[config.mk]
export PLATFORM = sky130hd
export DESIGN_NAME = boxhead_core
export DESIGN_NICKNAME = d
export VERILOG_FILES = /design/src/boxhead_pkg.sv /design/src/boxhead_core.sv /design/src/status_display.sv /design/src/combat_logic.sv /design/src/enemy_pack.sv /design/src/player_unit.sv /design/src/frame_gate.sv
export VERILOG_INCLUDE_DIRS = /design/src /design/src/include
export SDC_FILE = /design/constraint.sdc
export NUM_CORES = 1
export LEC_CHECK = 0
export BUFFER_PORTS_ARGS = -buffer_cell sky130_fd_sc_hd__buf_2
export CELL_PAD_IN_SITES_DETAIL_PLACEMENT = 1
export CELL_PAD_IN_SITES_GLOBAL_PLACEMENT = 2
export CORE_MARGIN = 4
export CORE_UTILIZATION = 33
export CTS_CLUSTER_SIZE = 28
export DETAILED_ROUTE_END_ITERATION = 12
export GPL_ROUTABILITY_DRIVEN = 0
export HOLD_SLACK_MARGIN = 0.15
export PLACE_DENSITY = 0.68
export SYNTH_ARGS = -nofsm -noshare
export SYNTH_HDL_FRONTEND = slang
export SYNTH_SLANG_ARGS = --single-unit
[constraint.sdc]
create_clock -name Clk -period 11.4 [get_ports Clk]
set_clock_uncertainty 0.2 [all_clocks]
set_input_delay 0.57 -clock Clk [delete_from_list [all_inputs] [get_ports Clk]]
set_output_delay 0.57 -clock Clk [all_outputs]
set_load 0.05 [all_outputs]
[src/include/boxhead_config.svh]
//--------------------------------------------------------------------------
// Game constants for the arena core
// Field size, enemy count, ranges, damage and tick counts
//--------------------------------------------------------------------------
`ifndef BOXHEAD_CONFIG_SVH
`define BOXHEAD_CONFIG_SVH

`define BH_ENEMY_NUM        4
`define BH_FIELD_W          320
`define BH_FIELD_H          240
`define BH_COORD_W          9

`define BH_FULL_BLOOD       100
`define BH_ENEMY_DAMAGE     5     // Blood per strike
`define BH_STRIKE_COOLDOWN  16    // Ticks
`define BH_TOUCH_RANGE      6
`define BH_HIT_RANGE        8
`define BH_ATTACK_REACH     12
`define BH_ATTACK_TICKS     4
`define BH_RESPAWN_TICKS    32

// Corner spawn points, 8 pixels in
`define BH_SPAWN_X0         8
`define BH_SPAWN_Y0         8
`define BH_SPAWN_X1         311
`define BH_SPAWN_Y1         8
`define BH_SPAWN_X2         8
`define BH_SPAWN_Y2         231
`define BH_SPAWN_X3         311
`define BH_SPAWN_Y3         231

`endif
[src/boxhead_pkg.sv]
//--------------------------------------------------------------------------
// Shared game types and keyboard scan codes
//--------------------------------------------------------------------------
`default_nettype none

`include "boxhead_config.svh"

package boxhead_pkg;

    typedef logic [`BH_COORD_W-1:0] coord_t;

    typedef struct packed {
        coord_t x;
        coord_t y;
    } pos_t;

    typedef enum logic [1:0] {
        DIR_UP,
        DIR_DOWN,
        DIR_LEFT,
        DIR_RIGHT
    } dir_t;

    typedef struct packed {
        logic on;
        pos_t pos;      // Fixed while the attack lasts
    } attack_t;

    typedef struct packed {
        logic alive;
        pos_t pos;
    } enemy_t;

    // USB HID scan codes
    localparam logic [7:0] KEY_W     = 8'h1A;
    localparam logic [7:0] KEY_A     = 8'h04;
    localparam logic [7:0] KEY_S     = 8'h16;
    localparam logic [7:0] KEY_D     = 8'h07;
    localparam logic [7:0] KEY_SPACE = 8'h2C;
    localparam logic [7:0] KEY_ENTER = 8'h28;

    // Distance along one axis
    function automatic coord_t coord_dist(input coord_t a, input coord_t b);
        return (a > b) ? a - b : b - a;
    endfunction

endpackage

`default_nettype wire

[src/boxhead_core.sv]
//--------------------------------------------------------------------------
// Game-state core top level
// Tick gate, player and enemy units, combat and status digits
//--------------------------------------------------------------------------
`timescale 1ns/1ns
`default_nettype none

`include "boxhead_config.svh"

module boxhead_core (
    input  logic              Clk,
    input  logic              arst_n,
    input  logic              frame_sync,
    input  logic [7:0]        keycode,
    output logic              running,
    output boxhead_pkg::pos_t player,
    output logic [7:0]        score,
    output logic [7:0]        blood,
    output logic              game_over,
    output logic [6:0]        hex [4]
);
    import boxhead_pkg::*;

    logic                     game_tick;
    attack_t                  attack;
    enemy_t                   enemies [`BH_ENEMY_NUM];
    logic [`BH_ENEMY_NUM-1:0] strike;
    logic [`BH_ENEMY_NUM-1:0] kill;

    frame_gate frame_gate_i (
        .Clk        (Clk),
        .arst_n     (arst_n),
        .frame_sync (frame_sync),
        .keycode    (keycode),
        .game_over  (game_over),
        .game_tick  (game_tick),
        .running    (running)
    );

    // Player and enemies update side by side on the tick
    player_unit player_unit_i (
        .Clk       (Clk),
        .arst_n    (arst_n),
        .game_tick (game_tick),
        .keycode   (keycode),
        .player    (player),
        .attack    (attack)
    );

    enemy_pack enemy_pack_i (
        .Clk       (Clk),
        .arst_n    (arst_n),
        .game_tick (game_tick),
        .player    (player),
        .kill      (kill),
        .enemies   (enemies),
        .strike    (strike)
    );

    combat_logic combat_logic_i (
        .Clk       (Clk),
        .arst_n    (arst_n),
        .game_tick (game_tick),
        .attack    (attack),
        .enemies   (enemies),
        .strike    (strike),
        .kill      (kill),
        .score     (score),
        .blood     (blood),
        .game_over (game_over)
    );

    status_display status_display_i (
        .score (score),
        .blood (blood),
        .hex   (hex)
    );

endmodule

`default_nettype wire

[src/status_display.sv]
//--------------------------------------------------------------------------
// Seven-segment decode of score and blood, active low
//--------------------------------------------------------------------------
`timescale 1ns/1ns
`default_nettype none

module status_display (
    input  logic [7:0] score,
    input  logic [7:0] blood,
    output logic [6:0] hex [4]
);

    // Segment order gfedcba
    function automatic logic [6:0] seg7(input logic [3:0] nib);
        case (nib)
            4'h0:    return 7'b1000000;
            4'h1:    return 7'b1111001;
            4'h2:    return 7'b0100100;
            4'h3:    return 7'b0110000;
            4'h4:    return 7'b0011001;
            4'h5:    return 7'b0010010;
            4'h6:    return 7'b0000010;
            4'h7:    return 7'b1111000;
            4'h8:    return 7'b0000000;
            4'h9:    return 7'b0010000;
            4'hA:    return 7'b0001000;
            4'hB:    return 7'b0000011;
            4'hC:    return 7'b1000110;
            4'hD:    return 7'b0100001;
            4'hE:    return 7'b0000110;
            default: return 7'b0001110;
        endcase
    endfunction

    assign hex[0] = seg7(score[3:0]);
    assign hex[1] = seg7(score[7:4]);
    assign hex[2] = seg7(blood[3:0]);
    assign hex[3] = seg7(blood[7:4]);

endmodule

`default_nettype wire

[src/combat_logic.sv]
//--------------------------------------------------------------------------
// Attack hit tests, score and damage bookkeeping
// Blood and game over follow the damage total
//--------------------------------------------------------------------------
`timescale 1ns/1ns
`default_nettype none

`include "boxhead_config.svh"

module combat_logic (
    input  logic                      Clk,
    input  logic                      arst_n,
    input  logic                      game_tick,
    input  boxhead_pkg::attack_t      attack,
    input  boxhead_pkg::enemy_t       enemies [`BH_ENEMY_NUM],
    input  logic [`BH_ENEMY_NUM-1:0]  strike,
    output logic [`BH_ENEMY_NUM-1:0]  kill,
    output logic [7:0]                score,
    output logic [7:0]                blood,
    output logic                      game_over
);
    import boxhead_pkg::*;

    localparam int     CNT_W = $clog2(`BH_ENEMY_NUM + 1);
    localparam int     DMG_W = 10;
    localparam coord_t HIT   = coord_t'(`BH_HIT_RANGE);
    localparam logic [DMG_W-1:0] FULL = DMG_W'(`BH_FULL_BLOOD);

    logic [CNT_W-1:0] kill_num;
    logic [CNT_W-1:0] strike_num;
    logic [8:0]       score_sum;
    logic [DMG_W-1:0] damage_total;
    logic [DMG_W-1:0] blood_left;

    //----------------------------------------------------------------------
    // Hit test against the pre-tick positions
    //----------------------------------------------------------------------
    always_comb begin
        kill_num   = '0;
        strike_num = '0;
        for (int i = 0; i < `BH_ENEMY_NUM; i++) begin
            kill[i] = game_tick & attack.on & enemies[i].alive &
                      (coord_dist(enemies[i].pos.x, attack.pos.x) <= HIT) &
                      (coord_dist(enemies[i].pos.y, attack.pos.y) <= HIT);
            kill_num   = kill_num + CNT_W'(kill[i]);
            strike_num = strike_num + CNT_W'(strike[i]);
        end
    end

    assign score_sum = {1'b0, score} + 9'(kill_num);

    //----------------------------------------------------------------------
    // Score and damage registers
    //----------------------------------------------------------------------
    always_ff @(posedge Clk or negedge arst_n) begin
        if (!arst_n) begin
            score        <= '0;
            damage_total <= '0;
        end else if (game_tick) begin
            score        <= score_sum[8] ? 8'hFF : score_sum[7:0];  // Saturates
            damage_total <= damage_total + DMG_W'(strike_num * `BH_ENEMY_DAMAGE);
        end
    end

    // Ticks stop at game over so the total cannot wrap
    assign blood_left = FULL - damage_total;
    assign blood      = (damage_total >= FULL) ? 8'd0 : blood_left[7:0];
    assign game_over  = damage_total > FULL;

endmodule

`default_nettype wire

[src/enemy_pack.sv]
//--------------------------------------------------------------------------
// Four chasing enemies with respawn timers and strike cooldowns
//--------------------------------------------------------------------------
`timescale 1ns/1ns
`default_nettype none

`include "boxhead_config.svh"

module enemy_pack (
    input  logic                      Clk,
    input  logic                      arst_n,
    input  logic                      game_tick,
    input  boxhead_pkg::pos_t         player,
    input  logic [`BH_ENEMY_NUM-1:0]  kill,
    output boxhead_pkg::enemy_t       enemies [`BH_ENEMY_NUM],
    output logic [`BH_ENEMY_NUM-1:0]  strike
);
    import boxhead_pkg::*;

    localparam int     RESP_W = $clog2(`BH_RESPAWN_TICKS + 1);
    localparam int     COOL_W = $clog2(`BH_STRIKE_COOLDOWN + 1);
    localparam coord_t TOUCH  = coord_t'(`BH_TOUCH_RANGE);

    localparam coord_t SPAWN_X [4] = '{coord_t'(`BH_SPAWN_X0), coord_t'(`BH_SPAWN_X1),
                                      coord_t'(`BH_SPAWN_X2), coord_t'(`BH_SPAWN_X3)};
    localparam coord_t SPAWN_Y [4] = '{coord_t'(`BH_SPAWN_Y0), coord_t'(`BH_SPAWN_Y1),
                                      coord_t'(`BH_SPAWN_Y2), coord_t'(`BH_SPAWN_Y3)};

    // One pixel toward the target
    function automatic coord_t step_toward(input coord_t c, input coord_t target);
        if (c < target)
            return c + 1'b1;
        else if (c > target)
            return c - 1'b1;
        return c;
    endfunction

    for (genvar i = 0; i < `BH_ENEMY_NUM; i++) begin : g_enemy
        localparam pos_t SPAWN = '{x: SPAWN_X[i], y: SPAWN_Y[i]};

        enemy_t            state;
        logic [RESP_W-1:0] respawn_cnt;
        logic [COOL_W-1:0] cooldown;
        logic              near;

        assign near = (coord_dist(state.pos.x, player.x) <= TOUCH) &&
                      (coord_dist(state.pos.y, player.y) <= TOUCH);
        assign strike[i]  = game_tick & state.alive & near & (cooldown == '0) & ~kill[i];
        assign enemies[i] = state;

        always_ff @(posedge Clk or negedge arst_n) begin
            if (!arst_n) begin
                state       <= '{alive: 1'b1, pos: SPAWN};
                respawn_cnt <= '0;
                cooldown    <= '0;
            end else if (game_tick) begin
                if (strike[i])
                    cooldown <= COOL_W'(`BH_STRIKE_COOLDOWN);
                else if (cooldown != '0)
                    cooldown <= cooldown - 1'b1;

                if (kill[i]) begin
                    state.alive <= 1'b0;
                    respawn_cnt <= RESP_W'(`BH_RESPAWN_TICKS);
                end else if (!state.alive) begin
                    if (respawn_cnt == RESP_W'(1)) begin
                        state       <= '{alive: 1'b1, pos: SPAWN};  // Back at its corner
                        respawn_cnt <= '0;
                    end else begin
                        respawn_cnt <= respawn_cnt - 1'b1;
                    end
                end else begin
                    state.pos.x <= step_toward(state.pos.x, player.x);
                    state.pos.y <= step_toward(state.pos.y, player.y);
                end
            end
        end
    end

endmodule

`default_nettype wire

[src/player_unit.sv]
//--------------------------------------------------------------------------
// Player movement and facing
// Timed sword attack point in front of the player
//--------------------------------------------------------------------------
`timescale 1ns/1ns
`default_nettype none

`include "boxhead_config.svh"

module player_unit (
    input  logic                 Clk,
    input  logic                 arst_n,
    input  logic                 game_tick,
    input  logic [7:0]           keycode,
    output boxhead_pkg::pos_t    player,
    output boxhead_pkg::attack_t attack
);
    import boxhead_pkg::*;

    localparam int     ATK_CNT_W = $clog2(`BH_ATTACK_TICKS + 1);
    localparam coord_t MAX_X     = coord_t'(`BH_FIELD_W - 1);
    localparam coord_t MAX_Y     = coord_t'(`BH_FIELD_H - 1);
    localparam coord_t REACH     = coord_t'(`BH_ATTACK_REACH);

    dir_t                 facing;
    logic [ATK_CNT_W-1:0] atk_cnt;
    pos_t                 move_pos;
    dir_t                 move_dir;
    pos_t                 reach_pos;

    // c + d, clamped to lim
    function automatic coord_t add_clamp(input coord_t c, input coord_t d, input coord_t lim);
        logic [$bits(coord_t):0] sum;
        sum = {1'b0, c} + {1'b0, d};
        return (sum > {1'b0, lim}) ? lim : sum[$bits(coord_t)-1:0];
    endfunction

    // c - d, floored at 0
    function automatic coord_t sub_clamp(input coord_t c, input coord_t d);
        return (c >= d) ? c - d : '0;
    endfunction

    always_comb begin
        move_pos = player;
        move_dir = facing;
        case (keycode)
            KEY_W: begin
                move_pos.y = sub_clamp(player.y, coord_t'(1));
                move_dir   = DIR_UP;
            end
            KEY_S: begin
                move_pos.y = add_clamp(player.y, coord_t'(1), MAX_Y);
                move_dir   = DIR_DOWN;
            end
            KEY_A: begin
                move_pos.x = sub_clamp(player.x, coord_t'(1));
                move_dir   = DIR_LEFT;
            end
            KEY_D: begin
                move_pos.x = add_clamp(player.x, coord_t'(1), MAX_X);
                move_dir   = DIR_RIGHT;
            end
            default: ;
        endcase
    end

    // Attack point from the pre-tick position and facing
    always_comb begin
        reach_pos = player;
        case (facing)
            DIR_UP:   reach_pos.y = sub_clamp(player.y, REACH);
            DIR_DOWN: reach_pos.y = add_clamp(player.y, REACH, MAX_Y);
            DIR_LEFT: reach_pos.x = sub_clamp(player.x, REACH);
            default:  reach_pos.x = add_clamp(player.x, REACH, MAX_X);
        endcase
    end

    always_ff @(posedge Clk or negedge arst_n) begin
        if (!arst_n) begin
            player   <= '{x: coord_t'(`BH_FIELD_W / 2), y: coord_t'(`BH_FIELD_H / 2)};
            facing   <= DIR_DOWN;
            attack   <= '0;
            atk_cnt  <= '0;
        end else if (game_tick) begin
            player <= move_pos;
            facing <= move_dir;
            if (attack.on) begin
                atk_cnt <= atk_cnt - 1'b1;
                if (atk_cnt == ATK_CNT_W'(1))
                    attack.on <= 1'b0;  // Last attack tick
            end else if (keycode == KEY_SPACE) begin
                attack  <= '{on: 1'b1, pos: reach_pos};
                atk_cnt <= ATK_CNT_W'(`BH_ATTACK_TICKS);
            end
        end
    end

endmodule

`default_nettype wire

[src/frame_gate.sv]
//--------------------------------------------------------------------------
// Start latch and vertical sync edge detect
// Produces the one-cycle game tick while the game runs
//--------------------------------------------------------------------------
`timescale 1ns/1ns
`default_nettype none

module frame_gate (
    input  logic       Clk,
    input  logic       arst_n,
    input  logic       frame_sync,
    input  logic [7:0] keycode,
    input  logic       game_over,
    output logic       game_tick,
    output logic       running
);
    import boxhead_pkg::*;

    logic sync_q;       // Synchronised vsync
    logic sync_d;
    logic sync_rise;
    logic started;

    assign sync_rise = sync_q & ~sync_d;
    assign running   = started & ~game_over;

    always_ff @(posedge Clk or negedge arst_n) begin
        if (!arst_n) begin
            sync_q    <= 1'b0;
            sync_d    <= 1'b0;
            started   <= 1'b0;
            game_tick <= 1'b0;
        end else begin
            sync_q <= frame_sync;
            sync_d <= sync_q;
            if (keycode == KEY_ENTER)
                started <= 1'b1;    // Held until reset
            game_tick <= sync_rise & running;   // Edges outside a game are dropped
        end
    end

endmodule

`default_nettype wire

# Word level (Yosys, flattened, before mapping)
# Memories as Yosys holds them, arrays and structs flattened.
# Cells that the tools add are included.
[op_classes]
addsub = 74
multipliers = 1
order_cmp = 50
eq_ne = 25
muxes = 136
bitwise = 39
n_reduce_logical = 47
[op_table]
columns = ["operator", "count"]
rows = [
  ["$mux W9", 48],
  ["$sub A9 B9 Y9", 32],
  ["$gt A9 B9 Y1", 16],
  ["$mux W19", 5],
  ["$sub A9 B1 Y9 const B", 10],
  ["$add A9 B1 Y9 const B", 8],
  ["$le A9 B3 Y1 const B", 8],
  ["$le A9 B4 Y1 const B", 8],
  ["$lt A9 B9 Y1", 8],
  ["$mux W18", 4],
  ["$mux W6", 12],
  ["$pmux W9 S2", 4],
  ["$mux W1", 50],
  ["$mux W5", 8],
  ["$and A1 B1 Y1", 32],
  ["$reduce_and A4 Y1", 8],
  ["$eq A6 B1 Y1 const B", 4],
  ["$reduce_and A2 Y1", 12],
  ["$sub A6 B1 Y6 const B", 4],
  ["$reduce_bool A2 Y1", 11],
  ["$add A9 B1 Y10 const B", 2],
  ["$add A9 B4 Y10 const B", 2],
  ["$gt A10 B8 Y1 const B", 2],
  ["$gt A10 B9 Y1 const B", 2],
  ["32 further kinds", 72],
]
[totals]
reg_bits = 184
mem_bits_ro = 448
in_bits = 11
out_inout_bits = 64
memories = 4
[memory_table]
columns = ["name", "words", "word_bits", "read_ports", "rd_clocked_by_memory_dff", "write_ports", "line", "text"]
rows = [
  ["(name not given)", 16, 7, 1, 0, 0, "status_display.sv:15", "case (nib)"],
  ["(name not given)", 16, 7, 1, 0, 0, "status_display.sv:15", ""],
  ["(name not given)", 16, 7, 1, 0, 0, "status_display.sv:15", ""],
  ["(name not given)", 16, 7, 1, 0, 0, "status_display.sv:15", ""],
]

# Depth between registers and ports, before layout
[logic_depth]
ltp_word = 12
depth_mapped = 27

# By module
# From an unflattened synthesis, not the netlist that was laid out.
[unflattened]
hier_cells = 3325
area_unflattened_um2 = 26282.7
[by_module_without_submodules]
columns = ["module", "n_inst", "cells_per_inst", "area_each_um2", "seq_area_each_um2"]
rows = [
  ["enemy_pack", 1, 1809, 14649.0, 3042.9],
  ["combat_logic", 1, 908, 6820.3, 450.4],
  ["player_unit", 1, 474, 3590.9, 1059.8],
  ["status_display", 1, 125, 1082.3, 0.0],
  ["frame_gate", 1, 9, 140.1, 100.1],
]

# Least setup slack after synthesis
# OpenSTA, ideal clock, no wires.
[synth_timing]
kind = "register -> register"
startpoint = "reg, netlist name player_unit_i.player[10]"
endpoint = "reg combat_logic_i.damage_total[9]"
setup_ns = 0.080
arrival_ns = 6.904
slack_ns = 4.216
path_stages_with_launch = 25
n_path_buf = 0
period_less_slack_ns = 7.184
cell_sequence = "dfrtp_1 > inv_1 > ha_1 > nor2b_1 > o21a_1 > o21ai_0 > a31oi_1 > nand2b_1 > and2_0 > or4_1 > a211oi_1 > nand4_1 > nor3_1 > ha_1 > fa_1 > ha_1 > ha_1 > ha_1 > fa_1 > a21o_1 > a21oi_1 > nor2b_1 > o211a_1 > nand3_1 > xnor2_1"
[synth_via]
elab_chain_len = 12
[synth_lines]
columns = ["item", "line", "text"]
rows = [
  ["$sub A9 B9 Y9 or $gt A9 B9 Y1 (tied branches)", "boxhead_pkg.sv:44", "return (a > b) ? a - b : b - a;"],
  ["$mux W9", "boxhead_pkg.sv:44", ""],
  ["$le A9 B3 Y1", "enemy_pack.sv:46", "assign near = (coord_dist(state.pos.x, player.x) <= TOUCH) &&"],
  ["$logic_and A1 B1 Y1", "enemy_pack.sv:46", ""],
  ["$and A1 B1 Y1 (3 in a row)", "enemy_pack.sv:48", "assign strike[i] = game_tick & state.alive & near & (cooldown == '0) & ~kill[i];"],
  ["$add A1 B1 Y2", "combat_logic.sv:46", "strike_num = strike_num + CNT_W'(strike[i]);"],
  ["$add A3 B1 Y3", "combat_logic.sv:46", ""],
  ["$add A3 B1 Y3 *", "combat_logic.sv:46", ""],
  ["$mul A3 B3 Y6 (no source line) *", "n/a", ""],
  ["$add A10 B6 Y10 *", "combat_logic.sv:61", "damage_total <= damage_total + DMG_W'(strike_num * `BH_ENEMY_DAMAGE);"],
  ["end signal, assigned", "combat_logic.sv:61", ""],
  ["end, declared", "combat_logic.sv:32", "logic [DMG_W-1:0] damage_total;"],
]
# Mark *: on every way between the ends. The rest lies on a longest branch, timed or not.
# A chain may end at the register's enable or synchronous reset.

# Worst setup path in the final report
[layout_timing]
startpoint = "reg, netlist name player_unit_i.player[5]"
endpoint = "reg combat_logic_i.damage_total[9]"
[layout_via]
elab_chain_len = 12
[layout_lines]
columns = ["item", "line", "text"]
rows = [
  ["$sub A9 B9 Y9 or $gt A9 B9 Y1 (tied branches)", "boxhead_pkg.sv:44", ""],
  ["$mux W9", "boxhead_pkg.sv:44", ""],
  ["$le A9 B3 Y1", "enemy_pack.sv:47", "(coord_dist(state.pos.y, player.y) <= TOUCH);"],
  ["$logic_and A1 B1 Y1", "enemy_pack.sv:46", ""],
  ["$and A1 B1 Y1 (3 in a row)", "enemy_pack.sv:48", ""],
  ["$add A1 B1 Y2", "combat_logic.sv:46", ""],
  ["$add A3 B1 Y3", "combat_logic.sv:46", ""],
  ["$add A3 B1 Y3 *", "combat_logic.sv:46", ""],
  ["$mul A3 B3 Y6 (no source line) *", "n/a", ""],
  ["$add A10 B6 Y10 *", "combat_logic.sv:61", ""],
]
# Marked as above.

==> metrics.txt <==
status completed; leak pwr around 13 nW; Finished Cell Area about 27000 um2; multi-input logic area slightly below 20000 um2; Routed Antenna Nets 0; Row Count between 100 and 150; mux share of post-synthesis cell area a little over 3%; Tightest Pin Transition around 1200 ps; GRT Total Usage a little under a quarter; Pwr Total between 4 and 5 mW; worst r2r src player_unit_i.player[5]; Yosys top cell area share between 15 and 20%; period utilization between 70% and 80%; final hold violation count 0; top_reg_cell synth dfrtp_1; gr busiest metal met2; Final nets 3623; Post-synth ARST share between 90% and 100%; root buffer cell clkbuf_16; layout cell share with drive strength beyond 1 between 7 and 8%; vias in the first global route approximately 25000; Clk Latency, worst-skew pair about 520 ps; Max Cap Violations 0; Flop pwr share between 20% and 30%; gr ovfl total 0; Syn Inst Count 3178; GRT met3 Usage between 2 and 3%; DR iter-0 viols ~1300; initial antenna violation count 0; first-pass GRT wire length approximately 150 mm; synth top area cells ha_1 20%, dfrtp_1 14%, a21oi_1 5.8%; syn avg cell area about 8.0 um2; Net Sw Frac ~50%; wirelength, routed between 90 and 100 mm; clock share of power between 10% and 20%; XOR/XNOR Fraction of Synth Area approximately 6.0%; sink of the worst hold path frame_gate_i.sync_d; CP max-delay cell dfstp_2; VDD IR-drop max 118 uV; Final setup viols 0; post-synthesis register bit count around 180; # diodes 0; sequential cell area 4650 um2; combinational cell fraction of total power 62.5%; Max Clk Rate ~120 MHz; postcts setup bufs 0; worst min path class flop to flop; Port-buffer cells between 70 and 80; I/O pins between 70 and 80; R2R Path End combat_logic_i.damage_total[9]; core area roughly 76000 um2; WL/cell between 20 and 25 um; leading area contributor after synthesis ha_1; Worst Path Arrival a little under 9000 ps; CP required ~12000 ps; CTS Hold Bufs 4; H-tree levels 4; Worst path max stage delay a little under 900 ps; CTS Buf Count 17; met1 GRT Util between 30% and 40%; largest net degree at the start of global routing 80; DRC 0; largest family of logic cells by synthesized area compound AO/OA/AOI/OAI gates; unrepaired setup endpoints after global routing no; HPWL after DPL approximately 78 mm; R2R cell count 25; Vias between 20000 and 25000; Adder-Cell Fraction of Synth Area a little over a fifth; post-cts resize count 0; cell mode on critical path ha_1; Post-Syn Area between 20000 and 30000 um2; Vias/cell about 5.8; Cell Pwr Density 163 nW/um2; Hold WS approximately 180 ps; post-route setup TNS 0 ps; post-synthesis simple-gate area fraction approximately a fifth; CP Launch Type flop; Synth Warn # 0; post-layout min period roughly 8500 ps; Compound-Gate Fraction of Synth Area roughly a quarter; hold path depth 0; synthesis-to-layout area growth 7.96%; die width around 290 um; Fillers a little over 9000; Rel. slew slack between 10% and 20%; crit-path max FO 24; Synth cell types around 100; full die area about 81000 um2; DRT Pass-1 Iters 5; sequential fraction of the synthesis area roughly 18%; Int Pwr around 2.2 mW; syn_nets 3614; Starting Density 33.4%; Worst Min Path Start frame_gate_i.sync_q; Worst-path clk slew about 90 ps; grt met2 use 40.5%; Clock Sinks 184; Psw between 2 and 2.5 mW; reg-to-reg slack, setup ~2900 ps; fin util between 30% and 40%; TritonCTS clock tree done; CP endpoint kind flop; Worst Setup Path Type flop to flop; Die Y 285 um; clock tree buffer depth 2; placed inst area ~27000 um2; EDFF count, synth 0; Pins Over Slew Limit 0
==> power by group through the flow <==
stage | Sequential (mW) | Clock [mW] | Combinational [mW]
floorplan | 0.916 | 0 | 2.12
global placement | 1.04 | 0 | 2.72
detailed placement | 1.04 | 0 | 2.79
CTS | 1.03 | 0.679 | 2.81
global route | 1.05 | 0.700 | 3.12
finish | 1.03 | 0.654 | 2.80
==> sequential cells by signal (all words and copies together), names as in the netlist <==
signal / count
enemy_pack_i.g_enemy.cooldown: 20
player_unit_i.player: 18
player_unit_i.facing: 2
enemy_pack_i.enemies: 76
frame_gate_i.started: 1
frame_gate_i.game_tick: 1
enemy_pack_i.g_enemy.respawn_cnt: 24
player_unit_i.attack: 19
frame_gate_i.sync_d: 1
player_unit_i.atk_cnt: 3
frame_gate_i.sync_q: 1
combat_logic_i.score: 8
combat_logic_i.damage_total: 10
==> cells by family (layout without fill, tap and decap cells) <==
kind of cell | count (synthesis) | count (layout)
simple gates | 939 | 939
fa+ha+maj | 425 | 425
compound gates | 1032 | 1032
mux | 73 | 73
flops | 184 | 184
other cells | 1 | 1
xor+xnor | 173 | 173
buf+inv | 351 | 373
==> stage by stage <==
stage               cells  setup WS (ps)
floorplan            3178           4220
global placement     4194           3140
detailed placement   4194           3000
CTS                  4230           2960
global route         4230           2350
finish               4230           2860
==> critical path: cells and delay by family, from the launching register on <==
| kind | cells | cell delay, ps |
|---|---|---|
| xor gates and xnor gates | 2 | 530 |
| AOI/OAI and AO/OA | 9 | 2520 |
| muxes | 1 | 300 |
| and+or+nand+nor | 5 | 990 |
| DFF | 1 | 870 |
| adders and majority gates | 7 | 2660 |
| buffers and inverters | 1 | 360 |
==> placed cells by master (no fill, tap or decap), types with 19 or more instances in the layout <==
cell,instances
a211oi_1,56
a21o_1,121
a21oi_1,294
a22o_1,21
a31oi_1,42
and3_1,19
buf_2,72
buf_4,24
dfrtp_1,144
dfstp_2,39
fa_1,29
ha_1,396
inv_1,238
mux2_2,20
mux2i_1,51
nand2_1,255
nand2b_1,50
nand3_1,93
nand3b_1,19
nand4_1,30
nor2_1,177
nor2b_1,45
nor3_1,83
nor4_1,32
o211ai_1,22
o21a_1,41
o21ai_0,180
o21bai_1,39
o22ai_1,29
or3_1,26
xnor2_1,106
xor2_1,67
==> synth_stat cells, types with 19 or more instances <==
cell type / n
and3_1: 19
xor2_1: 67
nand2_1: 255
o21ai_0: 181
nand3b_1: 19
dfrtp_1: 145
a31oi_1: 42
a21oi_1: 294
a211oi_1: 56
nor3_1: 83
nand3_1: 93
mux2i_1: 51
nand4_1: 30
a22o_1: 21
dfstp_2: 39
nor2_1: 177
nor4_1: 32
clkbuf_1: 97
inv_1: 238
mux2_2: 20
o21bai_1: 39
xnor2_1: 106
a21o_1: 121
nor2b_1: 46
o21a_1: 41
ha_1: 396
o211ai_1: 22
or3_1: 26
fa_1: 29
o22ai_1: 29
nand2b_1: 50
==> layer usage <==
| metal | routed length, um | vias to the layer above |
|---|---|---|
| li1 | - | 11599 |
| met1 | 45600 | 12310 |
| met2 | 46800 | 394 |
| met3 | 2770 | 102 |
| met4 | 2340 | 0 |
| met5 | 0 | - |
==> layout make-up <==
| type | instances | area share [%] |
|---|---|---|
| multi-input cells | 2643 | 70.7 |
| clock buffers | 19 | 1.58 |
| flip-flops and latches | 184 | 17.0 |
| repair buffers | 101 | 2.17 |
| inverters | 240 | 3.29 |
| well taps | 1030 | 4.70 |
| clock inverters | 13 | 0.594 |
==> worst max-delay path by stage <==
stage / startpoint / endpoint / slack (ps) / depth (start not counted)
finish: player_unit_i.player[5] / combat_logic_i.damage_total[9] / 2860 / 25
detailed placement: player_unit_i.player[11] / combat_logic_i.damage_total[9] / 3000 / 23
global placement: player_unit_i.player[11] / combat_logic_i.damage_total[9] / 3140 / 23
global route: player_unit_i.player[5] / combat_logic_i.damage_total[9] / 2350 / 25
CTS: player_unit_i.player[11] / combat_logic_i.damage_total[9] / 2960 / 23
floorplan: player_unit_i.player[10] / combat_logic_i.damage_total[9] / 4220 / 24
No activity file was read; power rests on OpenSTA's default activity.
